**src/hdl/collision_pkg.sv**
```systemverilog
package collision_pkg;

    // map coordinates and Q8.4 velocities
    localparam int POS_W      = 10;
    localparam int VEL_INT_W  = 8;
    localparam int VEL_FRAC_W = 4;
    localparam int VEL_W      = VEL_INT_W + VEL_FRAC_W;

    localparam int RAD_W  = 6;
    // effective mass is the level plus one
    localparam int MASS_W = 3;

    // heading in whole degrees
    localparam int ANG_W = 10;

    // vx*vx + vy*vy of one car
    localparam int SQ_W = 26;

    localparam int CORDIC_ITERS = 12;

    typedef logic signed [POS_W-1:0] pos_t;
    typedef logic signed [VEL_W-1:0] vel_t;
    typedef logic        [RAD_W-1:0] rad_t;
    typedef logic       [MASS_W-1:0] mass_t;
    typedef logic        [ANG_W-1:0] ang_t;
    typedef logic         [SQ_W-1:0] sq_t;

    typedef enum logic [1:0] {
        IDLE,
        LAUNCH,
        MEASURE,
        DONE
    } ctrl_state_t;

endpackage

```
**src/hdl/heading_cordic.sv**
```systemverilog
module heading_cordic (
    input  logic                car1_after_collision_angle_done,
    input  logic                i_rst_n,
    input  logic                i_start,
    input  collision_pkg::vel_t i_x,
    input  collision_pkg::vel_t i_y,
    output collision_pkg::ang_t o_angle,
    output logic                o_done
);

    // two guard bits below the Q8.4 lsb
    logic signed [collision_pkg::VEL_W+3:0]                 x_q;
    logic signed [collision_pkg::VEL_W+3:0]                 y_q;
    // angle accumulator, degrees with 8 fraction bits
    logic signed [collision_pkg::ANG_W+7:0]                 z_q;
    logic signed [collision_pkg::ANG_W+7:0]                 z_round;
    logic signed [collision_pkg::ANG_W-1:0]                 deg;
    collision_pkg::ang_t                                    heading;
    logic                                                   zero_q;
    logic                                                   busy;
    logic [$clog2(collision_pkg::CORDIC_ITERS+1)-1:0]       cnt;

    // atan(2^-i) in degrees, scaled by 256
    function automatic logic signed [collision_pkg::ANG_W+7:0] atan_deg(
        input logic [$clog2(collision_pkg::CORDIC_ITERS+1)-1:0] idx
    );
        case (idx)
            'd0:     return 11520;
            'd1:     return 6801;
            'd2:     return 3593;
            'd3:     return 1824;
            'd4:     return 916;
            'd5:     return 458;
            'd6:     return 229;
            'd7:     return 115;
            'd8:     return 57;
            'd9:     return 29;
            'd10:    return 14;
            'd11:    return 7;
            default: return 0;
        endcase
    endfunction

    always_ff @(posedge car1_after_collision_angle_done) begin
        if (i_start) begin
            zero_q <= (i_x == '0) && (i_y == '0);
            // left half-plane vectors are turned by 180 degrees first
            if (i_x < 0) begin
                x_q <= -$signed({i_x, 2'b00});
                y_q <= -$signed({i_y, 2'b00});
                z_q <= 180 * 256;
            end else begin
                x_q <= $signed({i_x, 2'b00});
                y_q <= $signed({i_y, 2'b00});
                z_q <= '0;
            end
        end else if (busy && cnt < collision_pkg::CORDIC_ITERS) begin
            // rotate toward the x axis, summing the angle removed
            if (!y_q[collision_pkg::VEL_W+3]) begin
                x_q <= x_q + (y_q >>> cnt);
                y_q <= y_q - (x_q >>> cnt);
                z_q <= z_q + atan_deg(cnt);
            end else begin
                x_q <= x_q - (y_q >>> cnt);
                y_q <= y_q + (x_q >>> cnt);
                z_q <= z_q - atan_deg(cnt);
            end
        end
    end

    // round to whole degrees, then fold negatives into 0..359
    assign z_round = z_q + 128;
    assign deg     = z_round[collision_pkg::ANG_W+7:8];
    assign heading = deg[collision_pkg::ANG_W-1] ? deg + 10'd360 : deg;

    always_ff @(posedge car1_after_collision_angle_done or negedge i_rst_n) begin
        if (!i_rst_n) begin
            busy    <= 1'b0;
            cnt     <= '0;
            o_done  <= 1'b0;
            o_angle <= '0;
        end else begin
            o_done <= 1'b0;
            if (i_start) begin
                busy <= 1'b1;
                cnt  <= '0;
            end else if (busy) begin
                if (cnt == collision_pkg::CORDIC_ITERS) begin
                    busy    <= 1'b0;
                    o_done  <= 1'b1;
                    o_angle <= zero_q ? '0 : heading;
                end else begin
                    cnt <= cnt + 1'b1;
                end
            end
        end
    end

endmodule

```
**config.mk**
```make
export PLATFORM = sky130hd
export DESIGN_NAME = heading_cordic
export DESIGN_NICKNAME = d
export VERILOG_FILES = /design/src/hdl/collision_pkg.sv /design/src/hdl/heading_cordic.sv
export SDC_FILE = /design/constraint.sdc
export NUM_CORES = 1
export LEC_CHECK = 0
export BUFFER_PORTS_ARGS = -buffer_cell sky130_fd_sc_hd__buf_4
export CAP_MARGIN = 20
export CORE_UTILIZATION = 33
export CTS_CLUSTER_SIZE = 12
export DETAILED_ROUTE_END_ITERATION = 6
export PLACE_DENSITY = 0.59
export SLEW_MARGIN = 15
export SYNTH_ARGS = -nofsm -noshare
export SYNTH_HDL_FRONTEND = slang
export SYNTH_SLANG_ARGS = --single-unit
```
**constraint.sdc**
```tcl
create_clock -name car1_after_collision_angle_done -period 14.2 [get_ports car1_after_collision_angle_done]
set_input_delay 1.42 -clock car1_after_collision_angle_done [delete_from_list [all_inputs] [get_ports car1_after_collision_angle_done]]
set_output_delay 1.42 -clock car1_after_collision_angle_done [all_outputs]
set_load 0.005 [all_outputs]
```
# Word level (Yosys, flattened, before mapping)
# Memories as Yosys holds them, arrays and structs flattened.
# Index checks and enable logic that the tools add are counted.
# totals
rom_bits	448
word_cells	65
mem_count	2
register_bits	67
out_inout_bits	11
# classes
add_sub_neg	11
bitwise	1
n_mux	29
reduce_logical	8
n_shift	2
n_eq_ne	2
magnitude_cmp	2
# memory_table
name	depth	width	read_ports	rd_ports_with_merged_regs	write_ports	line_no	rtl
(name not given)	16	14	1	0	0	heading_cordic.sv:27	case (idx)
(name not given)	16	14	1	0	0	heading_cordic.sv:27	
# ops
cell	n
$mux 18	9
$mux 16	9
$add 16x16->16	2
$neg 14->16	2
$sshr 16x4->16	2
$sub 16x16->16	2
$logic_not 12->1	2
$mux 10	2
$add 18x18->18	1
$add 18x9->18 const B	1
$sub 18x18->18	1
$lt 12x1->1 const B	1
$mux 4	3
$add 10x9->10 const B	1
$mux 1	6
$add 4x1->4 const B	1
$eq 4x4->1 const B	1
$lt 4x4->1 const B	1
$reduce_bool 2->1	2
$reduce_and 3->1	1
$logic_and 1x1->1	2
$ne 2x2->1 const B	1
$reduce_and 2->1	1
$not 1->1	1

# Longest topological paths before layout
# logic_depth
ltp_word	8
ltp_mapped	23
mapped_depth_nobuf	20

# Least setup slack after synthesis
# OpenSTA, ideal clock, no wires.
# synth_path
path_type	flip-flop to flip-flop
startpoint	register cnt[0] in the netlist's numbering
endpoint	register z_q[16] in the netlist's numbering (data pin)
t_required_ns	13.940
slack_ns	9.199
setup_time_ns	0.260
synth_period_minus_slack_ns	5.001
stages_incl_launch_ff	23
t_arrival_ns	4.742
cell_sequence	dfrtp_1 buf_6 buf_8 buf_2 clkinv_1 ha_1 mux2_2 mux2i_1 nor4b_1 and3_1 o21a_1 o21a_1 nor2_1 xnor2_1 ha_1 a21o_1 nand2_1 nand2_1 a21o_1 a21oi_1 o21ai_0 o41ai_1 mux2_2
# synth_via
elab_chain_len	8
elab_cells_between_ends	13
# synth_rtl
element	line_no	rtl
start, declared	heading_cordic.sv:21	logic [$clog2(collision_pkg::CORDIC_ITERS+1)-1:0] cnt;
start signal, assigned	heading_cordic.sv:93	cnt <= cnt + 1'b1;
$mem_v2 16x14	n/a	
$mux 18	heading_cordic.sv:59	if (!y_q[collision_pkg::VEL_W+3]) begin
$mux 18	heading_cordic.sv:57	end else if (busy && cnt < collision_pkg::CORDIC_ITERS) begin
$mux 18	heading_cordic.sv:45	if (i_start) begin
$add 18x18->18 or $sub 18x18->18 (tied branches)	heading_cordic.sv:62, heading_cordic.sv:66	
$mux 18 (*)	heading_cordic.sv:59	
$mux 18 (*)	heading_cordic.sv:57	
$mux 18 (*)	heading_cordic.sv:45	
end signal, assigned	heading_cordic.sv:51	z_q <= 180 * 256;
end signal, assigned	heading_cordic.sv:62	z_q <= z_q + atan_deg(cnt);
end signal, assigned	heading_cordic.sv:66	z_q <= z_q - atan_deg(cnt);
end, declared	heading_cordic.sv:15	logic signed [collision_pkg::ANG_W+7:0] z_q;
# Mark *: on every way between the ends. The rest lies on a longest branch, timed or not. The select of a mux whose other input is x is not followed.
# A chain may end at the register's enable or synchronous reset.

# Worst setup path in the final report
# layout_path
startpoint	register cnt[1] in the netlist's numbering
endpoint	register z_q[16] in the netlist's numbering (data pin)
# Same word-level chain as after synthesis.

==> impl_metrics.csv <==
group,metric,value,unit
run,cap_violations,0,
synthesis,synth_seq_cells,67,
placed_design,dp.cells,1269,
clock_tree,ctsHoldBuffers,0,
synthesis,avgSynthCellArea,8.73,µm²
grt,grt_max_degree,74,
critical_path,setup.worst_path.start,"cnt[1]",
critical_path,r2r_start,"cnt[1]",
timing,timing.final.ws_setup,8.78,ns
status,status,"finished clean",
cells_and_area,layout.nets,1052,
synthesis,synthCells,944,
cells_and_area,stdcell_count,1285,
power,p_per_area,275,mW/mm²
placed_design,place_area,0.00881,mm²
drt,drt_iter0_markers,562,
critical_path,cp.depth,20,
cells_and_area,fin_area,0.00911,mm²
cells_and_area,layout_common_cells,"nor2_1, nand2_1, ha_1",
floorplanning,rows,57,
drt,drc,0,
timing,clock.fmax,184,MHz
timing,setup_violations,0,
synthesis,syn_area,0.00825,mm²
critical_path,cp_max_fo,38,
timing,rsz0062_at_grt,"no",
drt,firstDrtPassIters,5,
grt,grt_pass1_wl,35400,µm
floorplanning,die_h,160,µm
drt,antenna_left,0,
placed_design,portBuffers,37,
placed_design,place_ws,8.89,ns
clock_tree,clockRootBuffer,"clkbuf_16",
synthesis,ys_seq_area_share,23.4,%
timing,fin_skew,0.0120,ns
timing,drv_slew,0,
critical_path,cp_cell_sequence,"buf_4 -> inv_2 -> ha_1 -> mux2_2 -> mux2i_1 -> nor4b_1 -> and3_1 -> o21a_1 -> o21a_1 -> nor2_1 -> xnor2_1 -> ha_1 -> a21o_1 -> nand2_1 -> nand2_1 -> a21o_1 -> a21oi_1 -> o21ai_0 -> o41ai_1 -> mux2_2",
clock_tree,numCtsBuffers,9,
critical_path,rrSetupSlack,8.78,ns
critical_path,critPathBufInv,2,
critical_path,worstSetupEndpoint,"z_q[16]",
timing,worst_slew_pin_slew,0.757,ns
critical_path,arrival,5.53,ns
cells_and_area,layout_commonest_cell,"nor2_1",
cells_and_area,diodes,0,
cells_and_area,drive_gt1_share,12.5,%
timing,tns,0,ns
critical_path,r2r_cells,20,
timing,slew_headroom,49.4,%
floorplanning,die_w,160,µm
clock_tree,cts_buffer_depth,2,
min_path,hold_path.class,"reg -> reg",
drt,wl_per_cell,16.8,µm
power,ir_drop,0.0000896,V
grt,grt.total_usage,17.2,%
grt,grt_pass1_vias,6793,
clock_tree,post_cts_buffers,0,
grt,antenna_found_initial,0,
placed_design,gp_congestion,0.860,
critical_path,timing.rr.end,"z_q[16]",
grt,grt_remaining_overflow,0,
critical_path,end_kind,"flip-flop",
drt,vias,7231,
clock_tree,h-tree-depth,3,
floorplanning,coreArea,0.0244,mm²
critical_path,crit_family,"compound AO/OA/AOI/OAI gates",
floorplanning,start_util,33.8,%
clock_tree,cts_sinks,67,
critical_path,critical_path_required,14.30,ns
cells_and_area,area_growth,10.5,%
critical_path,max_stage_delay,0.45,ns
critical_path,slowest_stage,"nor4b_1",
placed_design,dpl.hpwl,16000,µm
min_path,min_from,"o_angle[0]",
floorplanning,die_area,0.0256,mm²
synthesis,async_flop_share,23.9,%
timing,fin_crit,5.42,ns
floorplanning,ios,38,
synthesis,ys_warn_count,0,
drt,wirelength,21600,µm
power,leakage,3.72,nW
critical_path,crit_type,"reg -> reg",
critical_path,start_kind,"flip-flop",
timing,whs,0.481,ns
synthesis,ys_types,78,
synthesis,ys.flop_type,"edfxtp_1",
timing,period_share,38.2,%
clock_tree,clk_pin_slew,0.07,ns
clock_tree,insertion_delay,0.36,ns
timing,hold_violations,0,
drt,vias_per_cell,5.63,
clock_tree,cts_tree,"yes",
synthesis,syn_nets,1040,
synthesis,synth-edff-count,51,
clock_tree,cts_resized,0,
==> flip-flops by register name, summed over array words and instances (netlist names) <==
name	flops
busy	1
y_q	16
o_done	1
z_q	18
o_angle	10
cnt	4
zero_q	1
x_q	16
==> power by group <==
group	internal, W	total, W	switching (W)
Combinational	0.000833	0.00182	0.000989
Clock	0.000133	0.000236	0.000103
Sequential	0.000332	0.000449	0.000117
==> cell type report <==
class	instances	area (µm²)
timing repair buffer	46	345
multi-input combinational	784	5940
inverter	48	180
fill	2511	15300
tap	324	405
clock buffer	10	250
clock inverter	6	52.6
sequential	67	1930
==> layer usage <==
metal / global-route usage, % / part of all wire [%] / vias to the layer above
met3: 2.96 / 5.3 / 22
met1: 24.9 / 50 / 3448
li1: - / - / 3554
met2: 26.1 / 44 / 207
met4: 4.46 / 1.3 / 0
met5: 0 / 0 / -
==> through the flow <==
stage               total power, W  util, %
floorplan                  0.00188        -
global placement           0.00223     36.1
detailed placement         0.00224     36.1
CTS                        0.00250     37.3
global route               0.00276     37.3
finish                     0.00251     37.3
==> how the worst min path moves through the flow <==
stage,to,slack [ns],cells after the start
after detailed placement,o_angle[0],0.47,2
after floorplan,o_angle[1],0.45,1
after global routing,o_angle[3],0.52,1
final,o_angle[0],0.48,2
after global placement,o_angle[9],0.47,2
after CTS,o_angle[0],0.49,2
==> cell families after synthesis <==
logic type      Yosys count  share of synthesized area [%]
fa+ha+maj                69                           10.7
flops                    67                           23.4
simple gates            303                           17.9
compound gates          261                           21.2
buf+inv                  93                           4.54
mux                      67                           13.3
xor+xnor                 84                           8.92
==> synthesized netlist by cell type (all sizes together), types with 6 or more instances <==
library cell	count	area share, %
o21a	17	1.5
o21ai	52	3.2
nand2b	8	0.61
inv	47	2.1
dfrtp	16	4.9
nor3	25	1.5
ha	66	10
nor2b	19	1.4
buf	16	1.0
xor2	24	2.5
mux4	33	9.0
o31a	7	0.74
nand3	21	1.3
nor2	87	4.0
a211oi	8	0.79
mux2i	25	3.0
clkbuf	29	1.3
edfxtp	51	19
a21oi	60	3.6
o31ai	22	2.0
a21boi	8	0.73
and3	9	0.68
mux2	9	1.3
xnor2	60	6.4
or3	13	0.99
nand2	85	3.9
a21o	18	1.6
o41ai	6	0.64
nor4	6	0.71
a31oi	15	1.1
==> tightest hold or removal path: cells and delay by family (launching register included) <==
| family | cells | cell delay [ns] |
|---|---|---|
| AO/OA/AOI/OAI | 1 | 0.06 |
| flip-flops | 1 | 0.34 |
| AND/OR/NAND/NOR | 1 | 0.05 |
No activity file was read; power rests on OpenSTA's default activity.
