[config.mk]
export PLATFORM = sky130hd
export DESIGN_NAME = collision_ctrl
export DESIGN_NICKNAME = d
export VERILOG_FILES = /design/src/hdl/collision_pkg.sv /design/src/hdl/collision_ctrl.sv
export SDC_FILE = /design/constraint.sdc
export NUM_CORES = 1
export LEC_CHECK = 0
export BUFFER_PORTS_ARGS = -buffer_cell sky130_fd_sc_hd__buf_4
export CAP_MARGIN = 0
export CORE_MARGIN = 2
export CORE_UTILIZATION = 35
export DETAILED_ROUTE_END_ITERATION = 16
export GPL_TIMING_DRIVEN = 0
export HOLD_SLACK_MARGIN = 0.15
export PLACE_DENSITY = 0.64
export RECOVER_POWER = 100
export SKIP_CTS_REPAIR_TIMING = 1
export SYNTH_ARGS = -nofsm -noshare
export SYNTH_HDL_FRONTEND = slang
export SYNTH_SLANG_ARGS = --single-unit
[constraint.sdc]
create_clock -name car1_after_collision_angle_done -period 19.9 [get_ports car1_after_collision_angle_done]
set_clock_uncertainty 0.05 [all_clocks]
set_input_delay 1.99 -clock car1_after_collision_angle_done [delete_from_list [all_inputs] [get_ports car1_after_collision_angle_done]]
set_output_delay 1.99 -clock car1_after_collision_angle_done [all_outputs]
set_load 0.01 [all_outputs]
[src/hdl/collision_pkg.sv]
package collision_pkg;

    // map coordinates and Q8.4 velocities
    localparam int POS_W      = 10;
    localparam int VEL_INT_W  = 8;
    localparam int VEL_FRAC_W = 4;
    localparam int VEL_W      = VEL_INT_W + VEL_FRAC_W;

    localparam int RAD_W  = 6;
    // effective mass is the level plus one
    localparam int MASS_W = 3;

    // heading in whole degrees
    localparam int ANG_W = 10;

    // vx*vx + vy*vy of one car
    localparam int SQ_W = 26;

    localparam int CORDIC_ITERS = 12;

    typedef logic signed [POS_W-1:0] pos_t;
    typedef logic signed [VEL_W-1:0] vel_t;
    typedef logic        [RAD_W-1:0] rad_t;
    typedef logic       [MASS_W-1:0] mass_t;
    typedef logic        [ANG_W-1:0] ang_t;
    typedef logic         [SQ_W-1:0] sq_t;

    typedef enum logic [1:0] {
        IDLE,
        LAUNCH,
        MEASURE,
        DONE
    } ctrl_state_t;

endpackage

[src/hdl/collision_ctrl.sv]
module collision_ctrl (
    input  logic                car1_after_collision_angle_done,
    input  logic                i_rst_n,
    input  logic                i_start,
    input  logic                i_collision,
    input  collision_pkg::vel_t i_car1_vx, i_car1_vy, i_car2_vx, i_car2_vy,
    input  collision_pkg::vel_t i_car1_speed, i_car2_speed,
    input  logic                i_speed1_valid, i_speed2_valid,
    input  collision_pkg::ang_t i_car1_angle, i_car2_angle,
    input  logic                i_angle1_done, i_angle2_done,
    output logic                o_meas_start,
    output collision_pkg::sq_t  o_car1_rad, o_car2_rad,
    output collision_pkg::vel_t o_car1_vx, o_car1_vy, o_car2_vx, o_car2_vy,
    output collision_pkg::vel_t o_car1_speed, o_car2_speed,
    output collision_pkg::ang_t o_car1_angle, o_car2_angle,
    output logic                o_collision,
    output logic                o_busy,
    output logic                o_done
);

    collision_pkg::ctrl_state_t state;
    logic [3:0]                 seen_q;
    logic [3:0]                 seen_d;

    // radicands come from the latched velocities
    assign o_car1_rad = o_car1_vx * o_car1_vx + o_car1_vy * o_car1_vy;
    assign o_car2_rad = o_car2_vx * o_car2_vx + o_car2_vy * o_car2_vy;

    // completions seen so far, including this cycle
    assign seen_d = seen_q | {i_angle2_done, i_angle1_done, i_speed2_valid, i_speed1_valid};

    assign o_busy = (state != collision_pkg::IDLE);
    assign o_done = (state == collision_pkg::DONE);

    always_ff @(posedge car1_after_collision_angle_done or negedge i_rst_n) begin
        if (!i_rst_n) begin
            state        <= collision_pkg::IDLE;
            seen_q       <= '0;
            o_meas_start <= 1'b0;
            o_collision  <= 1'b0;
            o_car1_vx    <= '0;
            o_car1_vy    <= '0;
            o_car2_vx    <= '0;
            o_car2_vy    <= '0;
            o_car1_speed <= '0;
            o_car2_speed <= '0;
            o_car1_angle <= '0;
            o_car2_angle <= '0;
        end else begin
            o_meas_start <= 1'b0;
            case (state)
                collision_pkg::IDLE: begin
                    if (i_start) state <= collision_pkg::LAUNCH;
                end
                collision_pkg::LAUNCH: begin
                    o_collision  <= i_collision;
                    o_car1_vx    <= i_car1_vx;
                    o_car1_vy    <= i_car1_vy;
                    o_car2_vx    <= i_car2_vx;
                    o_car2_vy    <= i_car2_vy;
                    seen_q       <= '0;
                    o_meas_start <= 1'b1;
                    state        <= collision_pkg::MEASURE;
                end
                collision_pkg::MEASURE: begin
                    seen_q <= seen_d;
                    if (i_speed1_valid) o_car1_speed <= i_car1_speed;
                    if (i_speed2_valid) o_car2_speed <= i_car2_speed;
                    if (i_angle1_done) o_car1_angle <= i_car1_angle;
                    if (i_angle2_done) o_car2_angle <= i_car2_angle;
                    if (&seen_d) state <= collision_pkg::DONE;
                end
                collision_pkg::DONE: begin
                    state <= collision_pkg::IDLE;
                end
                default: state <= collision_pkg::IDLE;
            endcase
        end
    end

endmodule

== Word level (Yosys, flattened, before mapping) ==
Cells that the tools add are included.
Storage, ports and cells
  register bits: 100
  word-level logic and storage cells: 38
Cells by class
  $add $sub $neg: 2
  $mul: 4
  eq/ne operators: 5
  mux-type cells: 5
  bitwise logic cells: 1
  reduce and logical (&&, ||, !) cells: 9
Operator list (count)
  multiplier 12 x 12 -> 24 bit: 4
  adder 24 x 24 -> 25 bit: 2
  AND reduction 2 bit: 5
  one-hot mux 2 bit (4 select lines): 1
  one-hot mux 4 bit (2 select lines): 1
  == test 2 bit, second input constant: 2
  2-to-1 mux 2 bit: 2
  inequality test 2 bit, second input constant: 2
  bitwise OR 4 bit: 1
  AND reduction 4 bit: 1
  nonzero test 2 bit: 2
  == test 2 x 1 -> 1 bit, second input constant: 1
  zero test 2 bit: 1
  2-to-1 mux 1 bit: 1

== Logic depth before layout (Yosys ltp) ==
Gate-level depths: netlist of the first run.
  word-level depth: 4
  depth in mapped cells: 26
  gate-level depth less buffers: 23

== Worst setup path after synthesis of the first run ==
Ideal clock, no wire load.
  kind: reg-to-output
  start: reg o_car1_vy[11]
  end: out o_car1_rad[23]
  data arrival time: 6575 ps
  slack: 11285 ps
  stages on the path, launching flop included: 20
  buffers on the path: 1
  path through: dfrtp_1 -> clkbuf_1 -> nand2_1 -> fa_1 -> fa_1 -> inv_1 -> fa_1 -> fa_1 -> fa_1 -> fa_1 -> inv_1 -> fa_1 -> inv_1 -> ha_1 -> a21o_1 -> a21o_1 -> a2111o_1 -> a221o_1 -> a22oi_1 -> o31a_1
Between the ends
  cells in the longest elaborated chain, start to end: 2
Ends and longest elaborated chain
  from (decl): RTL line collision_ctrl.sv:13  | output collision_pkg::vel_t o_car1_vx, o_car1_vy, o_car2_vx, o_car2_vy,
  from (signal assigned): RTL line collision_ctrl.sv:58  | o_car1_vy <= i_car1_vy;
  multiplier 12 x 12 -> 24 bit: RTL line collision_ctrl.sv:26  | assign o_car1_rad = o_car1_vx * o_car1_vx + o_car1_vy * o_car1_vy;
  adder 24 x 24 -> 25 bit: RTL line collision_ctrl.sv:26
  to (decl): RTL line collision_ctrl.sv:12  | output collision_pkg::sq_t o_car1_rad, o_car2_rad,
No other way between the ends.

== Final worst setup path of the first run ==
  start: reg o_car2_vy[11]
  end: out o_car2_rad[25]
Between the ends
  cells in the longest elaborated chain, start to end: 2
Ends and longest elaborated chain
  from (decl): RTL line collision_ctrl.sv:13
  from (signal assigned): RTL line collision_ctrl.sv:60  | o_car2_vy <= i_car2_vy;
  multiplier 12 x 12 -> 24 bit: RTL line collision_ctrl.sv:27  | assign o_car2_rad = o_car2_vx * o_car2_vx + o_car2_vy * o_car2_vy;
  adder 24 x 24 -> 25 bit: RTL line collision_ctrl.sv:27
  to (decl): RTL line collision_ctrl.sv:12
No other way between the ends.

==> impl_metrics.csv, run 1 <==
group,metric,value,unit
status,status,"complete, but fails checks",
status,violations,"capacitance limit, slew limit",
placement,hpwl,50.91,mm
sta,rsz0062_at_grt,"no",
clocking,cts.sink_count,100,
critical_path,setup.worst_path.start_class,"flop",
drt,dr.pass1.iters,5,
yosys,yosysMostFrequentCell,"inv_1",
floorplan,pin_count,248,
yosys,synthTopCellsByArea,"fa_1, inv_1, dfrtp_1",
yosys,syn_area,24080,µm²
yosys,synth_area_leader_cell,"fa_1",
floorplan,die_y,266.3,µm
drt,wl_per_cell,16.32,µm
sta,maxSlewHeadroom,-223.9,%
sta,finalHoldViolations,0,
global_route,grt_first_pass_wirelength,95.05,mm
global_route,antenna_found_initial,5,
yosys,ys_top_cells_by_count,"inv_1, fa_1, ha_1",
yosys,ys_ff_latch,100,
layout,fillers,6955,
sta,finalSetupViolations,0,
global_route,overflow,0,
clocking,clk_pin_slew,0.10,ns
critical_path,crit_fanout,10,
sta,max_freq,98.15,MHz
clocking,clk_latency,0.40,ns
sta,period_needed,10.19,ns
min_path,min_from,"o_car1_angle[3]",
placement,place_congestion,0.8438,
layout,multi_input_area,18530,µm²
drt,dr.first_iter.drc_count,710,
global_route,grt_max_degree,82,
yosys,synthArstFlopShare,100.0,%
global_route,grt_pass1_vias,18110,
global_route,grtUsageTotal,17.49,%
floorplan,chipWidth,266.3,µm
clocking,cts_buffers,9,
floorplan,start_util,35.23,%
floorplan,die_area,70910,µm²
drt,wirelength,57.85,mm
sta,drv_slew,82,
critical_path,worstPathArrival,8.15,ns
critical_path,cp_data_required_time,17.86,ns
critical_path,rr_startpoint,"state[1]",
yosys,netlist_instances,2397,
yosys,synth_nets,3274,
yosys,synth_top_area_share,48.39,%
sta,finalSetupTns,0,ns
min_path,hold_path_class,"flop to flop",
critical_path,critical_path_class,"flop to output port",
yosys,synth_edf_count,0,
floorplan,coreArea,68350,µm²
drt,antenna_left,0,
layout,final_layout_size_suffix_gt1_share,7.478,%
layout,area_growth,11.30,%
clocking,htreeDepth,3,
yosys,synth_ff_type,"dfrtp_1",
yosys,ys_types,51,
drt,drc_errors,0,
run,maxCapViolations,1,
drt,via_per_inst,4.571,
critical_path,critPathCaptureType,"output port",
placement,portBuffers,247,
yosys,postSynthAreaPerCell,10.05,µm²
sta,tightest_slew,4.859,ns
clocking,cts.path.max_buffers,2,
sta,finalCritPeriodShare,51.20,%
clocking,clock-root-buffer,"clkbuf_16",
yosys,yosysSeqAreaShare,10.39,%
clocking,cts_tree,"built",
floorplan,rows,96,
drt,routed-via-count,16200,
critical_path,cp-startpoint,"o_car2_vy[11]",
layout,ff_latch_area,2502,µm²
layout,nets,3533,
yosys,ys.warnings.count,0,
## state kept, by name, summed over array words and instances, names as in the netlist
name / flops
o_meas_start: 1
o_car1_vy: 12
o_car1_angle: 10
o_car2_speed: 12
state: 2
o_car2_vx: 12
o_car1_speed: 12
o_car2_vy: 12
o_collision: 1
o_car1_vx: 12
o_car2_angle: 10
seen_q: 4
## final timing paths
kind / endpoint / slack (ns) / cells after the start
max: o_car2_rad[25] / 9.71 / 19
min in group asynchronous: o_car1_angle[9] / 1.84 / 1
min reg2reg: o_car1_angle[3] / 0.46 / 1
max in group asynchronous: o_car1_vy[0] / 12.66 / 2
min: o_car1_angle[3] / 0.46 / 1
max reg2reg: o_car1_vx[1] / 17.46 / 5
## worst max-delay path, stage by stage (launching register included)
cell	delay [ns]
dfrtp_1	0.67
clkbuf_1	0.48
nand2_1	0.26
fa_1	1.00
fa_1	0.55
fa_1	0.50
fa_1	0.50
fa_1	0.57
fa_1	0.46
fa_1	0.50
inv_1	0.04
ha_1	0.34
nand3_1	0.12
nor3_1	0.32
a22o_1	0.34
nand4_1	0.21
a311o_1	0.34
xnor2_1	0.25
buf_4	0.15
clkbuf_1	0.14
## cell usage in the layout (no fill, tap or decap), drive strengths merged, types with 21 or more instances in the layout
master and instances:
nor2b 33, buf 102, mux2 72, inv 742, nor2 41, fa 582
clkbuf 226, nand2 194, a21oi 41, xnor2 56, and2 104, dfrtp 100
ha 195, o21ai 40, xor2 21
## cell families (layout without fill, tap and decap cells)
family	Yosys count	in the layout	share of synthesized area, %
AO/OA/AOI/OAI	146	146	3.876
XOR/XNOR	77	77	2.801
adder cells (fa/ha/maj)	777	777	58.52
buffers and inverters	809	1073	12.65
flip-flops	100	100	10.39
multiplexers	76	76	3.533
other	0	1	0
AND/OR/NAND/NOR	412	412	8.231
## metal layers
layer | part of all wire (%) | track usage [%]
met2 | 48 | 29.25
met1 | 44 | 23.39
met5 | 0.092 | 0
met3 | 6.3 | 3.956
met4 | 1.5 | 3.249
## final cells by class
type                       instances  share of cell area, %
multi-input combinational       1488                  69.13
inverter                         738                  10.34
sequential                       100                  9.337
timing repair buffer             248                  4.874
tap                              882                  4.118
buffer                            71                  1.027
clock buffer                       9                 0.8403
clock inverter                     7                 0.3315
antenna                            1               0.009337
## stage by stage
| stage | hold slack, ns | worst slack (ns) | util, % | cells | instance area, µm² |
|---|---|---|---|---|---|
| floorplan | 0.4133 | 11.28 | - | 2397 | 24080 |
| finish | 0.4615 | 9.712 | 39.21 | 3544 | 26800 |
| global route | 0.4747 | 9.188 | 39.21 | 3543 | 26800 |
| global placement | 0.4337 | 10.29 | 39.56 | 3526 | 27040 |
| CTS | 0.4650 | 9.662 | 40.06 | 3543 | 27380 |
| detailed placement | 0.4445 | 10.15 | 39.61 | 3527 | 27070 |
Power of run 1 is left out: the tool's default activity adds up to more than one toggle a clock period on the data nets, which glitch-free logic cannot reach.
==> inputs of run 2 (changes only) <==
Settings changed: PLACE_DENSITY 0.64 to 0.66.
Clock period 19.9 ns to 9.05 ns, I/O delays scaled along.
==> impl_metrics.csv, run 2 (synthesized netlist as in run 1, its figures left out) <==
group,metric,value,unit
critical_path,crit_fanout,10,
clocking,clk_latency,0.40,ns
sta,finalHoldViolations,0,
drt,wl_met3,3.506,mm
clocking,cts.sink_count,100,
sta,max_freq,115.1,MHz
sta,tightest_slew,3.527,ns
clocking,clk_pin_slew,0.09,ns
layout,final_cells,3543,
min_path,min_from,"seen_q[1]",
drt,drc_errors,0,
placement,place_congestion,0.8610,
clocking,clock-root-buffer,"clkbuf_16",
floorplan,rows,96,
global_route,grtUsageTotal,17.46,%
drt,dr.pass1.iters,5,
critical_path,cp_data_required_time,8.10,ns
sta,finalSetupViolations,0,
drt,top_layer_used,"met5",
layout,final_common_cell,"inv_1",
drt,via_per_inst,4.621,
critical_path,worstPathArrival,7.73,ns
run,maxCapViolations,2,
critical_path,critical_path_class,"flop to output port",
critical_path,rr_startpoint,"state[1]",
placement,dp_cells,3527,
layout,final_cell_mix,"inv_1, fa_1, ha_1",
global_route,grt_pass1_vias,18230,
floorplan,die_y,266.3,µm
global_route,grt_max_degree,63,
sta,period_needed,8.686,ns
drt,met1_length,25.07,mm
drt,routed-via-count,16370,
status,status,"complete, but fails checks",
critical_path,r2r_cells,5,
critical_path,reg2reg_to,"o_car1_vy[2]",
status,violations,"capacitance limit, slew limit",
drt,wl_per_cell,16.31,µm
critical_path,setup.worst_path.start_class,"flop",
drt,antenna_left,0,
layout,nets,3532,
global_route,overflow,0,
drt,dr.first_iter.drc_count,748,
placement,dpl_cell_area,27070,µm²
min_path,min_path_cells,2,
drt,wl_met2,28.61,mm
sta,drv_slew,103,
critical_path,critPathCaptureType,"output port",
clocking,cts_buffers,9,
floorplan,chipWidth,266.3,µm
floorplan,start_util,35.23,%
layout,stdcell_area,26890,µm²
min_path,hold_path_class,"flop to flop",
critical_path,r2r_slack,6.45,ns
min_path,min_to,"seen_q[1]",
clocking,cts_tree,"built",
sta,finalCritPeriodShare,95.98,%
floorplan,die_area,70910,µm²
layout,fillers,6837,
sta,maxSlewHeadroom,-135.2,%
global_route,grt_first_pass_wirelength,95.26,mm
clocking,cts.path.max_buffers,2,
sta,rsz0062_at_grt,"no",
placement,hpwl,51.02,mm
layout,fin_util,39.34,%
global_route,antenna_found_initial,7,
placement,portBuffers,247,
floorplan,pin_count,248,
floorplan,coreArea,68350,µm²
layout,area_growth,11.67,%
layout,final_layout_size_suffix_gt1_share,8.609,%
drt,wirelength,57.78,mm
clocking,htreeDepth,3,
run 2: changes by cell type in the layout (fill, tap and decap cells not counted), moves of 2 or more:
cell,previous run,this run
clkbuf_2,1,8
buf_4,102,118
fa_1,582,579
dfrtp_1,100,98
clkbuf_1,216,192
dfrtp_2,0,2
inv_8,2,0
clkinv_8,2,4
fa_2,0,3
run 2: per-stage QoR:
stage	hold WS (ns)	worst slack, ns	setup TNS (ns)
6_report	0.4554	0.3639	0
5_1_grt	0.4684	0.01133	0
4_1_cts	0.3828	-0.06097	-0.06097
3_5_place_dp	0.4411	0.4247	0
3_3_place_gp	0.4297	0.5259	0
2_1_floorplan	0.4133	1.520	0
run 2: metal layers:
metal  vias to the layer above  global-route usage [%]
met5                         -                       0
li1                       7455                       -
met4                        12                   2.596
met3                        39                   3.725
met1                      8478                   23.21
met2                       389                   29.86
run 2: worst max-delay path by stage:
stage	startpoint	to	slack [ns]	cells past startpoint
after floorplan	o_car1_vy[11]	o_car1_rad[23]	1.52	19
final	o_car1_vy[0]	o_car1_rad[23]	0.36	19
after CTS	o_car2_vy[11]	o_car2_rad[25]	-0.06	19
after global routing	o_car1_vy[0]	o_car1_rad[19]	0.01	19
after global placement	o_car2_vy[11]	o_car2_rad[25]	0.53	19
after detailed placement	o_car2_vy[11]	o_car2_rad[25]	0.42	19
run 2: final cells by class:
cell class | instances | area [µm²] | share of cell area (%)
buffer | 70 | 280.3 | 1.042
clock inverter | 7 | 91.34 | 0.3397
sequential | 100 | 2505 | 9.316
tap | 882 | 1104 | 4.104
inverter | 738 | 2770 | 10.30
antenna | 1 | 2.502 | 0.009307
multi-input combinational | 1488 | 18540 | 68.97
clock buffer | 9 | 225.2 | 0.8376
timing repair buffer | 248 | 1366 | 5.081
run 2: critical path, stage by stage, from the launching register on:
cell      delay (ns)
dfrtp_1         0.63
clkbuf_1        0.46
nand2_1         0.19
fa_2            0.82
inv_1           0.10
fa_1            0.52
fa_1            0.45
fa_1            0.56
fa_1            0.42
fa_1            0.49
inv_1           0.05
fa_1            0.50
inv_1           0.05
ha_1            0.40
o211ai_1        0.17
or4b_2          0.81
a21oi_1         0.30
o211a_1         0.20
o31a_1          0.11
buf_4           0.11
Power of run 2 is left out for the same reason.
