===== src/hdl/collision_pkg.sv =====
package collision_pkg;

    // map coordinates and Q8.4 velocities
    localparam int POS_W      = 10;
    localparam int VEL_INT_W  = 8;
    localparam int VEL_FRAC_W = 4;
    localparam int VEL_W      = VEL_INT_W + VEL_FRAC_W;

    localparam int RAD_W  = 6;
    // effective mass is the level plus one
    localparam int MASS_W = 3;

    // heading in whole degrees
    localparam int ANG_W = 10;

    // vx*vx + vy*vy of one car
    localparam int SQ_W = 26;

    localparam int CORDIC_ITERS = 12;

    typedef logic signed [POS_W-1:0] pos_t;
    typedef logic signed [VEL_W-1:0] vel_t;
    typedef logic        [RAD_W-1:0] rad_t;
    typedef logic       [MASS_W-1:0] mass_t;
    typedef logic        [ANG_W-1:0] ang_t;
    typedef logic         [SQ_W-1:0] sq_t;

    typedef enum logic [1:0] {
        IDLE,
        LAUNCH,
        MEASURE,
        DONE
    } ctrl_state_t;

endpackage


===== src/hdl/speed_sqrt.sv =====
module speed_sqrt (
    input  logic                car1_after_collision_angle_done,
    input  logic                i_rst_n,
    input  logic                i_start,
    input  collision_pkg::sq_t  i_rad,
    output collision_pkg::vel_t o_root,
    output logic                o_valid
);

    collision_pkg::sq_t                       rad_q;
    logic [collision_pkg::SQ_W/2+1:0]         rem_q;
    logic [collision_pkg::SQ_W/2+1:0]         rem_d;
    logic [collision_pkg::SQ_W/2+3:0]         trial;
    logic [collision_pkg::SQ_W/2-1:0]         root_q;
    logic [collision_pkg::SQ_W/2-1:0]         root_d;
    logic [$clog2(collision_pkg::SQ_W/2)-1:0] cnt;
    logic                                     busy;
    logic                                     sat;

    // one root bit per step from the top two radicand bits
    always_comb begin
        trial = {rem_q, rad_q[collision_pkg::SQ_W-1 -: 2]} - {2'b00, root_q, 2'b01};
        if (!trial[collision_pkg::SQ_W/2+3]) begin
            rem_d  = trial[collision_pkg::SQ_W/2+1:0];
            root_d = {root_q[collision_pkg::SQ_W/2-2:0], 1'b1};
        end else begin
            rem_d  = {rem_q[collision_pkg::SQ_W/2-1:0], rad_q[collision_pkg::SQ_W-1 -: 2]};
            root_d = {root_q[collision_pkg::SQ_W/2-2:0], 1'b0};
        end
        sat = root_d > (2 ** (collision_pkg::VEL_W - 1)) - 1;
    end

    always_ff @(posedge car1_after_collision_angle_done) begin
        if (i_start) begin
            rad_q  <= i_rad;
            rem_q  <= '0;
            root_q <= '0;
        end else if (busy) begin
            rad_q  <= rad_q << 2;
            rem_q  <= rem_d;
            root_q <= root_d;
        end
    end

    always_ff @(posedge car1_after_collision_angle_done or negedge i_rst_n) begin
        if (!i_rst_n) begin
            busy    <= 1'b0;
            cnt     <= '0;
            o_valid <= 1'b0;
            o_root  <= '0;
        end else begin
            o_valid <= 1'b0;
            if (i_start) begin
                busy <= 1'b1;
                cnt  <= '0;
            end else if (busy) begin
                cnt <= cnt + 1'b1;
                if (cnt == collision_pkg::SQ_W/2 - 1) begin
                    busy    <= 1'b0;
                    o_valid <= 1'b1;
                    // clamp to the largest Q8.4 value
                    o_root  <= sat ? {1'b0, {(collision_pkg::VEL_W-1){1'b1}}}
                                   : root_d[collision_pkg::VEL_W-1:0];
                end
            end
        end
    end

endmodule


===== config.mk =====
export PLATFORM = sky130hd
export DESIGN_NAME = speed_sqrt
export DESIGN_NICKNAME = d
export VERILOG_FILES = /design/src/hdl/collision_pkg.sv /design/src/hdl/speed_sqrt.sv
export SDC_FILE = /design/constraint.sdc
export NUM_CORES = 1
export LEC_CHECK = 0
export BUFFER_PORTS_ARGS = -buffer_cell sky130_fd_sc_hd__buf_2
export CAP_MARGIN = 20
export CORE_MARGIN = 2
export CORE_UTILIZATION = 58
export CTS_BUF_LIST = sky130_fd_sc_hd__clkbuf_16
export CTS_CLUSTER_SIZE = 12
export DETAILED_ROUTE_END_ITERATION = 12
export MAX_ROUTING_LAYER = met4
export PLACE_DENSITY_LB_ADDON = 0.25
export SYNTH_ARGS = -nofsm -noshare
export SYNTH_HDL_FRONTEND = slang
export SYNTH_SLANG_ARGS = --single-unit
export TNS_END_PERCENT = 20

===== constraint.sdc =====
create_clock -name car1_after_collision_angle_done -period 2.55 [get_ports car1_after_collision_angle_done]
set_input_delay 0 -clock car1_after_collision_angle_done [delete_from_list [all_inputs] [get_ports car1_after_collision_angle_done]]
set_output_delay 0 -clock car1_after_collision_angle_done [all_outputs]
set_load 0.01 [all_outputs]

# == Word-level counts from Yosys, hierarchy flattened ==
# Index checks and enable logic that the tools add are counted.
# Widths: inputs -> output; s select.
# classes
n_bitwise,1
n_reduce_logical,2
mux,13
eq_ne,1
addsub,2
n_lt_le_gt_ge,1
# op_table
cell,n
$mux 26,2
$sub 17x15->17,1
$mux 15,1
$gt 13x11->1 const B,1
$mux 12,1
$mux 4,2
$mux 1,7
$add 4x1->4 const B,1
$eq 4x4->1 const B,1
$reduce_and 3->1,1
$reduce_bool 2->1,1
$not 1->1,1
# totals
register_bits,72
wordCells,27
output_inout_bits,13

# == Logic depth before layout (Yosys ltp) ==
# Gate-level depths: netlist of run 1.
# logic_depth
depth_word,4
depth_mapped,11

# == Least setup slack after synthesis of run 1 ==
# OpenSTA, ideal clock, no wires.
# synth_path
path_kind,reg2reg
start,register root_q[7] (netlist bit)
end,register rem_q[11] (netlist bit)
setup_slack_ns,0.405
required_time_ns,2.422
arrival_time_ns,2.017
path_buffers,2
stages_incl_launch_ff,12
path_cell_list,dfxtp_1 > inv_1 > ha_1 > and4_1 > a21boi_2 > o21ai_2 > and3_4 > nor3_2 > buf_6 > buf_12 > mux2i_1 > o21ai_1
# synth_via
elab_chain_cells,2
# synth_lines
element,line_no,rtl
"start, declared",speed_sqrt.sv:14,logic [collision_pkg::SQ_W/2-1:0] root_q;
"start signal, assigned",speed_sqrt.sv:41,root_q <= root_d;
$sub 17x15->17,speed_sqrt.sv:22,"trial = {rem_q, rad_q[collision_pkg::SQ_W-1 -: 2]} - {2'b00, root_q, 2'b01};"
$mux 15,speed_sqrt.sv:23,if (!trial[collision_pkg::SQ_W/2+3]) begin
"end signal, assigned",speed_sqrt.sv:40,rem_q <= rem_d;
"end, declared",speed_sqrt.sv:11,logic [collision_pkg::SQ_W/2+1:0] rem_q;
# No other way between the ends.
# A chain may end at the register's enable or synchronous reset.

# == Worst setup path in the final report of run 1 ==
# layout_path
start,register root_q[7] (netlist bit)
end,register rem_q[2] (netlist bit)
# The elaborated chain is that of the path after synthesis.

==> impl_metrics.py, run 1 <==
metrics = {
    "grt": {
        "grt_max_degree": 32,
        "gr-usage-all-layers_pct": 22.9,
        "grt_pass1_wl_um": 12400,
        "antenna_found_initial": 0,
        "grt_overflow": 0,
        "grt_pass1_vias": 2669,
    },
    "worst_setup_path": {
        "path_cells": "inv_1 > ha_1 > and4_1 > a21boi_2 > o21ai_2 > and3_4 > nor3_2 > buf_4 > mux2i_1 > o21ai_1",
        "rr_endpoint": "rem_q[2]",
        "r2r-start": "root_q[7]",
        "crit_path_start_kind": "flip-flop",
        "crit_path_max_fanout": 10,
        "critPathArrivalTime_ns": 2.56,
        "critPathSlowestCell": "ha_1",
        "crit_family": "simple AND/OR/NAND/NOR gates",
        "path_buf_inv": 2,
        "worst_setup_path_end_kind": "flip-flop",
        "reg2reg_slack_ns": 0.18,
        "crit_path_start": "root_q[7]",
        "worstPathRequired_ns": 2.74,
        "reg2reg_depth": 10,
        "worstSetupPathType": "reg2reg",
        "critPathMaxStageDelay_ns": 0.38,
    },
    "power": {
        "comb_power_share_pct": 43.0,
        "swShare_pct": 34.1,
        "ir_drop_mv": 0.647,
        "pwr-share-seq_pct": 31.5,
        "switchingPower_uw": 1580,
        "p_per_area_nw_per_um2": 1040,
        "clkPwrFrac_pct": 25.5,
        "p_int_uw": 3070,
        "leakagePower_uw": 0.00204,
        "total_power_uw": 4650,
    },
    "timing": {
        "slew_headroom_pct": 41.6,
        "skew_ns": 0.00774,
        "fmax_mhz": 422,
        "rsz0062_at_grt": "no",
        "slew_viol_final": 0,
        "layout_min_cycle_time_ns": 2.37,
        "setup_viol": 0,
        "worstMarginPinSlew_ns": 0.873,
        "setup_slack_ns": 0.181,
        "finalSetupTns_ns": 0,
        "final.period_utilization_pct": 92.9,
        "finalHoldViolCount": 0,
    },
    "drt": {
        "post_drt_wl_per_cell_um": 14.7,
        "routed_wl_um": 7360,
        "firstDrtPassIters": 4,
        "via_count": 2686,
        "drtIter0Drc": 77,
        "drtAntennaViolNets": 0,
        "via_per_inst": 5.35,
        "drc_errors": 0,
    },
    "clock_tree": {
        "tritoncts": "done",
        "clockRootBuffer": "clkbuf_16",
        "clk_pin_slew_ns": 0.05,
        "post_cts_buffers": 0,
        "h-tree-depth": 3,
        "worstSkewPairLatency_ns": 0.33,
        "cts_buffers": 9,
        "clock_sinks": 72,
        "clk_path_buf_depth": 2,
    },
    "placement": {
        "dp_slack_ns": 0.206,
        "dp_hpwl_um": 4710,
        "numPortBuffers": 41,
        "place_area_um2": 3950,
        "routabilityCongestion": 0.865,
    },
    "synth": {
        "postSynthCellCount": 351,
        "ys_seq_area_share_pct": 48.7,
        "synth_top_area_share_pct": 21.2,
        "synth_nets": 396,
        "yosys.area.top_type": "edfxtp_1",
        "synth_area_um2": 3680,
        "yosysMostFrequentCell": "nor2_1",
        "netlist_top_cells_count": "nor2_1, dfxtp_1, mux2i_1",
        "synthTopCellsByArea": "edfxtp_1, dfxtp_1, dfrtp_1",
        "async_reset_ff_share_pct": 25.0,
        "yosys.cell_types.count": 46,
        "syn_avg_cell_area_um2": 10.5,
        "synth-edff-count": 26,
        "ys_ff_latch": 72,
        "synth_warnings": 0,
        "synth_flop_cell": "dfxtp_1",
    },
    "final_layout": {
        "area.growth.synth_to_final_pct": 22.1,
        "fillers": 470,
        "antennaDiodeCount": 0,
        "layout-drive-gt1-share_pct": 20.5,
        "layout.nets": 465,
        "finalInstanceArea_um2": 4490,
    },
    "floorplan": {
        "ioPinCount": 42,
        "die_h_um": 83.6,
        "rows": 29,
        "fp.dieArea_um2": 6990,
        "core-area_um2": 6240,
        "die_w_um": 83.6,
        "start_util_pct": 58.9,
    },
    "flow_run": {
        "cap_violations": 0,
    },
    "worst_hold_path": {
        "worstHoldPathType": "in2reg",
        "hold_start": "i_rad[20]",
        "min_to": "rad_q[20]",
        "whs_path_depth": 2,
    },
    "run_status": {
        "status": "completed",
    },
}
-- how the worst max path moves through the flow --
| stage | end | cells after the start |
|---|---|---|
| after global placement | rem_q[14] | 10 |
| final | rem_q[2] | 10 |
| after floorplan | rem_q[11] | 11 |
| after CTS | rem_q[14] | 10 |
| after global routing | rem_q[7] | 10 |
| after detailed placement | rem_q[14] | 10 |
-- cell type report --
| class | count | area [µm²] | share of cell area (%) |
|---|---|---|---|
| flip-flops and latches | 72 | 1790 | 39.9 |
| multi-input cells | 243 | 1720 | 38.4 |
| repair buffers | 74 | 518 | 11.5 |
| clock buffers | 9 | 225 | 5.02 |
| well taps | 77 | 96.3 | 2.15 |
| inverters | 20 | 75.1 | 1.67 |
| clock inverters | 7 | 58.8 | 1.31 |
-- layer usage --
metal	GRT usage [%]	part of all wire (%)	up-vias
met4	9.68	1.9	0
met1	28.6	46	1254
met5	-	0	-
met2	37.1	48	50
li1	-	-	1366
met3	3.86	3.3	16
-- cells by family after synthesis --
family                   Yosys count  share of synthesized area [%]
XOR/XNOR                          15                           3.57
multiplexers                      51                           14.7
buffers and inverters             36                           4.36
adder cells (fa/ha/maj)           16                           5.45
AO/OA/AOI/OAI                     67                           12.0
flip-flops                        72                           48.7
AND/OR/NAND/NOR                   94                           11.2
-- power by group through the flow --
stage	registers [µW]	clock network, µW	logic, µW
2_1_floorplan	1450	0	1700
3_3_place_gp	1480	0	1890
3_5_place_dp	1480	0	1940
4_1_cts	1460	1200	1990
5_1_grt	1480	1240	2210
6_report	1470	1190	2000
-- placed cells by master (no fill, tap or decap), types with 6 or more instances in the layout --
cell | Yosys | routed
mux2i_1 | 27 | 27
buf_2 | 1 | 41
a211oi_1 | 7 | 7
mux2_2 | 20 | 20
o21ai_1 | 9 | 9
a21oi_1 | 21 | 21
dfrtp_1 | 18 | 18
buf_4 | 0 | 7
ha_1 | 16 | 16
o21ai_0 | 6 | 6
dlygate4sd3_1 | 0 | 26
clkbuf_16 | 0 | 9
inv_1 | 20 | 23
dfxtp_1 | 28 | 28
o21a_1 | 6 | 6
edfxtp_1 | 26 | 26
xnor2_1 | 10 | 10
nor2_1 | 53 | 53
nand2_1 | 21 | 21
-- sequential cells by signal, indices dropped and copies added (netlist names) --
name,flops
cnt,4
rem_q,15
o_valid,1
root_q,13
busy,1
rad_q,26
o_root,12
-- through the flow --
| step | hold WS, ns | util [%] | instances |
|---|---|---|---|
| finish | 0.000261 | 71.9 | 502 |
| global route | 0.0100 | 71.9 | 502 |
| CTS | 0.000935 | 71.9 | 502 |
| detailed placement | -0.0546 | 63.2 | 460 |
| global placement | -0.0608 | 63.2 | 460 |
| floorplan | -0.296 | - | 351 |
-- timing repair --
| action | 4_1_cts | 5_1_grt |
|---|---|---|
| endpoints found under the hold margin | 43 | 0 |
| hold buffers | 26 | 0 |
| gates resized for setup | 0 | 0 |
(Power assumes the default switching activity.)
==> inputs of run 2 (changes only) <==
ABC_AREA = 1   (was unset)
CORE_UTILIZATION = 59   (was 58)
==> impl_metrics.py, run 2 <==
metrics = {
    "synth": {
        "synth_nets": 570,
        "synth_mux_area_share_pct": 0,
        "postSynthCellCount": 525,
        "synthXorXnorAreaFrac_pct": 1.07,
        "synth-edff-count": 26,
        "ys_ff_latch": 72,
        "netlist_top_cells_count": "nand2_1, inv_1, nand3_1",
        "synth_warnings": 0,
        "synthAdderAreaFrac_pct": 4.87,
        "yosys.area.top_type": "edfxtp_1",
        "synth_top_family_by_area": "simple AND/OR/NAND/NOR gates",
        "ys_seq_area_share_pct": 43.6,
        "syn_avg_cell_area_um2": 7.82,
        "async_reset_ff_share_pct": 25.0,
        "synth_top_area_share_pct": 19.0,
        "yosysMostFrequentCell": "nand2_1",
        "synth-compound-area-share_pct": 6.55,
        "synth-simple-area-share_pct": 35.3,
        "synthTopCellsByArea": "edfxtp_1, nand2_1, dfxtp_1",
        "yosys.cell_types.count": 33,
        "synth_flop_cell": "dfxtp_1",
        "synth_area_um2": 4110,
    },
    "power": {
        "ir_drop_mv": 0.620,
        "pwr-share-seq_pct": 26.1,
        "comb_power_share_pct": 52.2,
        "clkPwrFrac_pct": 21.7,
        "leakagePower_uw": 0.00249,
        "p_int_uw": 3220,
        "p_per_area_nw_per_um2": 1170,
        "swShare_pct": 44.2,
        "switchingPower_uw": 2560,
    },
    "floorplan": {
        "ioPinCount": 42,
        "start_util_pct": 60.8,
        "fp.dieArea_um2": 7650,
        "die_w_um": 87.4,
        "rows": 30,
        "core-area_um2": 6760,
        "die_h_um": 87.4,
    },
    "timing": {
        "worstMarginPinSlew_ns": 0.784,
        "slew_headroom_pct": 47.6,
        "finalSetupTns_ns": 0,
        "skew_ns": 0.00493,
        "setup_viol": 0,
        "layout_min_cycle_time_ns": 2.00,
        "finalHoldViolCount": 0,
        "whs_ns": 0.147,
        "slew_viol_final": 0,
        "fmax_mhz": 499,
        "rsz0062_at_grt": "no",
        "final.period_utilization_pct": 78.5,
    },
    "final_layout": {
        "layout-drive-gt1-share_pct": 19.5,
        "fillers": 519,
        "multi_input_area_um2": 1960,
        "largest_register_ffs": 26,
        "reg.largest.list": "rad_q: 26 flops, rem_q: 15 flops, root_q: 13 flops",
        "top_register": "rad_q",
        "final_common_cell": "nand2_1",
        "finalInstanceArea_um2": 4960,
        "antennaDiodeCount": 0,
        "seqCellArea_um2": 1790,
        "layout.cells.non_filler": 681,
        "layout.nets": 641,
        "area.growth.synth_to_final_pct": 20.7,
        "layout_common_cells": "nand2_1, inv_1, buf_2",
    },
    "worst_setup_path": {
        "crit_path_start_kind": "flip-flop",
        "worst_setup_path_end_kind": "flip-flop",
        "critPathMaxStageDelay_ns": 0.36,
        "critPathSlowestCell": "ha_1",
        "crit_family": "simple AND/OR/NAND/NOR gates",
        "crit_path_max_fanout": 9,
        "crit_path_frequent_cell": "nand2_1",
        "critPathArrivalTime_ns": 2.23,
        "worstSetupPathType": "reg2reg",
        "path_buf_inv": 2,
        "worstPathRequired_ns": 2.77,
        "path_cells": "inv_1 > ha_1 > nand2_1 > nand2_1 > inv_1 > nand2_2 > a21oi_4 > nand3_4 > nand2_8 > nand2_2 > nand3_2 > nand2_1",
    },
    "drt": {
        "via_count": 3494,
        "routed_wl_um": 8960,
        "via_per_inst": 5.13,
        "post_drt_wl_per_cell_um": 13.2,
        "firstDrtPassIters": 4,
        "drtAntennaViolNets": 0,
        "drc_errors": 0,
        "drtIter0Drc": 158,
    },
    "clock_tree": {
        "ctsResizeCount": 0,
        "tritoncts": "done",
        "clockRootBuffer": "clkbuf_16",
        "postCtsHoldBufs": 27,
        "worstSkewPairLatency_ns": 0.33,
        "clock_sinks": 72,
        "h-tree-depth": 3,
        "cts_buffers": 9,
        "post_cts_buffers": 0,
        "clk_pin_slew_ns": 0.06,
        "clk_path_buf_depth": 2,
    },
    "placement": {
        "place_area_um2": 4390,
        "numPortBuffers": 41,
        "place_inst": 638,
        "dp_hpwl_um": 6210,
        "routabilityCongestion": 0.944,
    },
    "grt": {
        "gr-usage-all-layers_pct": 25.8,
        "grt_overflow": 0,
        "grt_max_degree": 42,
        "grt_pass1_wl_um": 14800,
        "antenna_found_initial": 0,
        "grt_pass1_vias": 3282,
    },
    "flow_run": {
        "cap_violations": 0,
    },
    "run_status": {
        "status": "completed",
    },
    "worst_hold_path": {
        "worstHoldPathType": "in2async",
    },
}
[run 2: changes by cell type after synthesis, sizes merged, moves of 8 or more]
cell and change:
a21oi -11, a31oi +9, inv +61, mux2 -24
mux2i -27, nand2 +191, nand3 +42, nor2 -24
o21ai -10, o22ai +14, xnor2 -8
[run 2: kinds of logic after synthesis]
family,Yosys count
compound gates,42
xor+xnor,5
fa+ha+maj,16
buf+inv,93
flops,72
simple gates,297
[run 2: cell type report]
cell class | instances | share of cell area [%]
sequential | 72 | 36.2
clock buffer | 9 | 4.54
inverter | 81 | 6.13
timing repair buffer | 72 | 10.2
multi-input combinational | 360 | 39.6
tap | 80 | 2.02
clock inverter | 7 | 1.36
[run 2: worst paths after layout]
check / startpoint / to / slack [ns] / cells after the start
max in group asynchronous: i_rst_n / cnt[0] / 2.11 / 2
worst max register to register: root_q[9] / rem_q[12] / 0.55 / 12
worst min register to register: cnt[3] / cnt[3] / 0.48 / 1
worst max-delay path: root_q[9] / rem_q[12] / 0.55 / 12
min in group car1_after_collision_angle_done: i_start / rad_q[10] / 0.27 / 3
worst min-delay path: i_rst_n / o_valid / 0.15 / 2
[run 2: power by group through the flow]
stage	Sequential [µW]	Clock, µW	Combinational [µW]
after global routing	1530	1310	3380
after CTS	1500	1270	3000
after detailed placement	1530	0	2950
after global placement	1520	0	2890
final	1510	1250	3020
after floorplan	1490	0	2440
[run 2: per-stage QoR]
step | total power [µW] | setup slack (ns) | util (%)
finish | 5780 | 0.548 | 73.4
floorplan | 3930 | 0.777 | -
CTS | 5770 | 0.532 | 73.4
global placement | 4420 | 0.566 | 65.0
global route | 6220 | 0.385 | 73.4
detailed placement | 4470 | 0.545 | 65.0
[run 2: routing by layer]
layer  track usage, %  up-vias  wire length, µm
met5                -        -                0
met4             10.9        0              235
met3             4.45       19              316
met2             43.3       76             4520
met1             30.6     1588             3890
li1                 -     1811                -
==> inputs of run 3 (changes only) <==
clock period = 2 ns   (was 2.55 ns; I/O delays follow)
==> impl_metrics.py, run 3 (synthesis results as in run 2) <==
metrics = {
    "worst_setup_path": {
        "reg2reg_slack_ns": 0.09,
        "crit_path_start_kind": "flip-flop",
        "crit_path_max_fanout": 5,
        "rr_endpoint": "rem_q[13]",
        "r2r-start": "root_q[1]",
        "worstPathRequired_ns": 2.22,
        "critPathArrivalTime_ns": 2.14,
        "reg2reg_depth": 12,
        "worst_setup_path_end_kind": "flip-flop",
        "worstSetupPathType": "reg2reg",
    },
    "timing": {
        "worstMarginPinSlew_ns": 0.428,
        "final.period_utilization_pct": 95.6,
        "finalHoldViolCount": 0,
        "layout_min_cycle_time_ns": 1.91,
        "slew_headroom_pct": 71.4,
        "fmax_mhz": 523,
        "skew_ns": 0.00614,
        "setup_viol": 0,
        "setup_slack_ns": 0.0880,
        "whs_ns": 0.132,
        "slew_viol_final": 0,
    },
    "power": {
        "swShare_pct": 43.6,
        "p_per_area_nw_per_um2": 1530,
        "pwr-share-seq_pct": 24.4,
        "comb_power_share_pct": 53.9,
        "clkPwrFrac_pct": 21.7,
        "ir_drop_mv": 0.693,
        "p_int_uw": 4520,
        "leakagePower_uw": 0.00259,
        "switchingPower_uw": 3500,
    },
    "final_layout": {
        "layout-drive-gt1-share_pct": 23.7,
        "reg.largest.list": "rad_q: 26 flops, rem_q: 15 flops, root_q: 13 flops",
        "layout.cells.non_filler": 695,
        "antennaDiodeCount": 0,
        "finalInstanceArea_um2": 5230,
        "top_register": "rad_q",
        "final_common_cell": "nand2_1",
        "layout.nets": 655,
        "largest_register_ffs": 26,
        "layout_common_cells": "nand2_1, inv_1, buf_2",
        "area.growth.synth_to_final_pct": 27.3,
    },
    "flow_run": {
        "cap_violations": 0,
    },
    "clock_tree": {
        "h-tree-depth": 3,
        "clock_sinks": 72,
        "tritoncts": "done",
        "clk_pin_slew_ns": 0.06,
        "worstSkewPairLatency_ns": 0.33,
        "clockRootBuffer": "clkbuf_16",
        "cts_buffers": 9,
        "clk_path_buf_depth": 2,
    },
    "drt": {
        "post_drt_wl_per_cell_um": 15.3,
        "drtIter0Drc": 250,
        "firstDrtPassIters": 6,
        "via_per_inst": 5.38,
        "drc_errors": 0,
        "drtAntennaViolNets": 0,
        "routed_wl_um": 10700,
        "via_count": 3741,
    },
    "grt": {
        "antenna_found_initial": 0,
        "grt_overflow": 0,
        "grt_pass1_vias": 3709,
        "grt_max_degree": 28,
        "grt_pass1_wl_um": 17200,
        "gr-usage-all-layers_pct": 30.0,
    },
    "floorplan": {
        "die_w_um": 87.4,
        "start_util_pct": 60.8,
        "core-area_um2": 6760,
        "fp.dieArea_um2": 7650,
        "rows": 30,
        "die_h_um": 87.4,
        "ioPinCount": 42,
    },
    "placement": {
        "routabilityCongestion": 0.908,
        "place_inst": 647,
        "dp_slack_ns": 0.0259,
        "place_area_um2": 4470,
        "dp_hpwl_um": 6530,
        "numPortBuffers": 41,
    },
    "run_status": {
        "status": "completed",
    },
    "worst_hold_path": {
        "worstHoldPathType": "in2async",
    },
}
run 3: timing repair:
item                       CTS  global route
hold endpoints to repair    44             0
buffers inserted             2             1
resized for setup            0            18
gates cloned                 1             1
setup endpoints to repair    3            17
hold buffers                27             0
pin swaps                    2             6
run 3: power by group through the flow:
stage | clock network [µW] | registers, µW | logic [µW]
after floorplan | 0 | 1900 | 3110
after global placement | 0 | 1940 | 3750
after detailed placement | 0 | 1940 | 3810
after CTS | 1740 | 1920 | 4030
after global routing | 1810 | 1980 | 4780
final | 1740 | 1960 | 4330
run 3: how the worst max path moves through the flow:
stage / start / end / slack, ns / cells past startpoint
after floorplan: root_q[9] / rem_q[12] / 0.23 / 12
after global placement: root_q[9] / rem_q[9] / 0.08 / 12
after detailed placement: root_q[9] / rem_q[9] / 0.03 / 12
after CTS: root_q[9] / rem_q[5] / 0.05 / 13
after global routing: root_q[6] / rem_q[9] / -0.09 / 12
final: root_q[1] / rem_q[13] / 0.09 / 12
run 3: area by class of cell:
cell class	count	area (µm²)
tap	80	100
sequential	72	1790
clock inverter	7	92.6
multi-input combinational	362	2090
fill	451	1530
clock buffer	9	225
timing repair buffer	84	621
inverter	81	304
run 3: worst max-delay path, stage by stage, from the launching register on:
cell and delay, ns:
dfxtp_1 0.31, inv_1 0.10, ha_1 0.38, nand2_2 0.17, inv_2 0.05, a21oi_1 0.21
nand2_1 0.13, nand2_1 0.13, nand3_1 0.08, nand2_1 0.09, nand2_2 0.06, nand3_2 0.05
nand2_1 0.04
run 3: through the flow:
stage	total power (µW)	util [%]	TNS (ns)
finish	8020	77.4	0
global route	8570	77.4	-0.155
CTS	7690	75.5	0
detailed placement	5760	66.2	0
global placement	5690	66.2	0
floorplan	5010	-	0
run 3: metal layers:
layer,track usage (%),part of all wire [%],up-vias
met5,-,0,-
met4,12.9,2.3,0
met3,5.02,4.6,22
met2,52.1,52,147
met1,33.9,41,1726
li1,-,-,1846
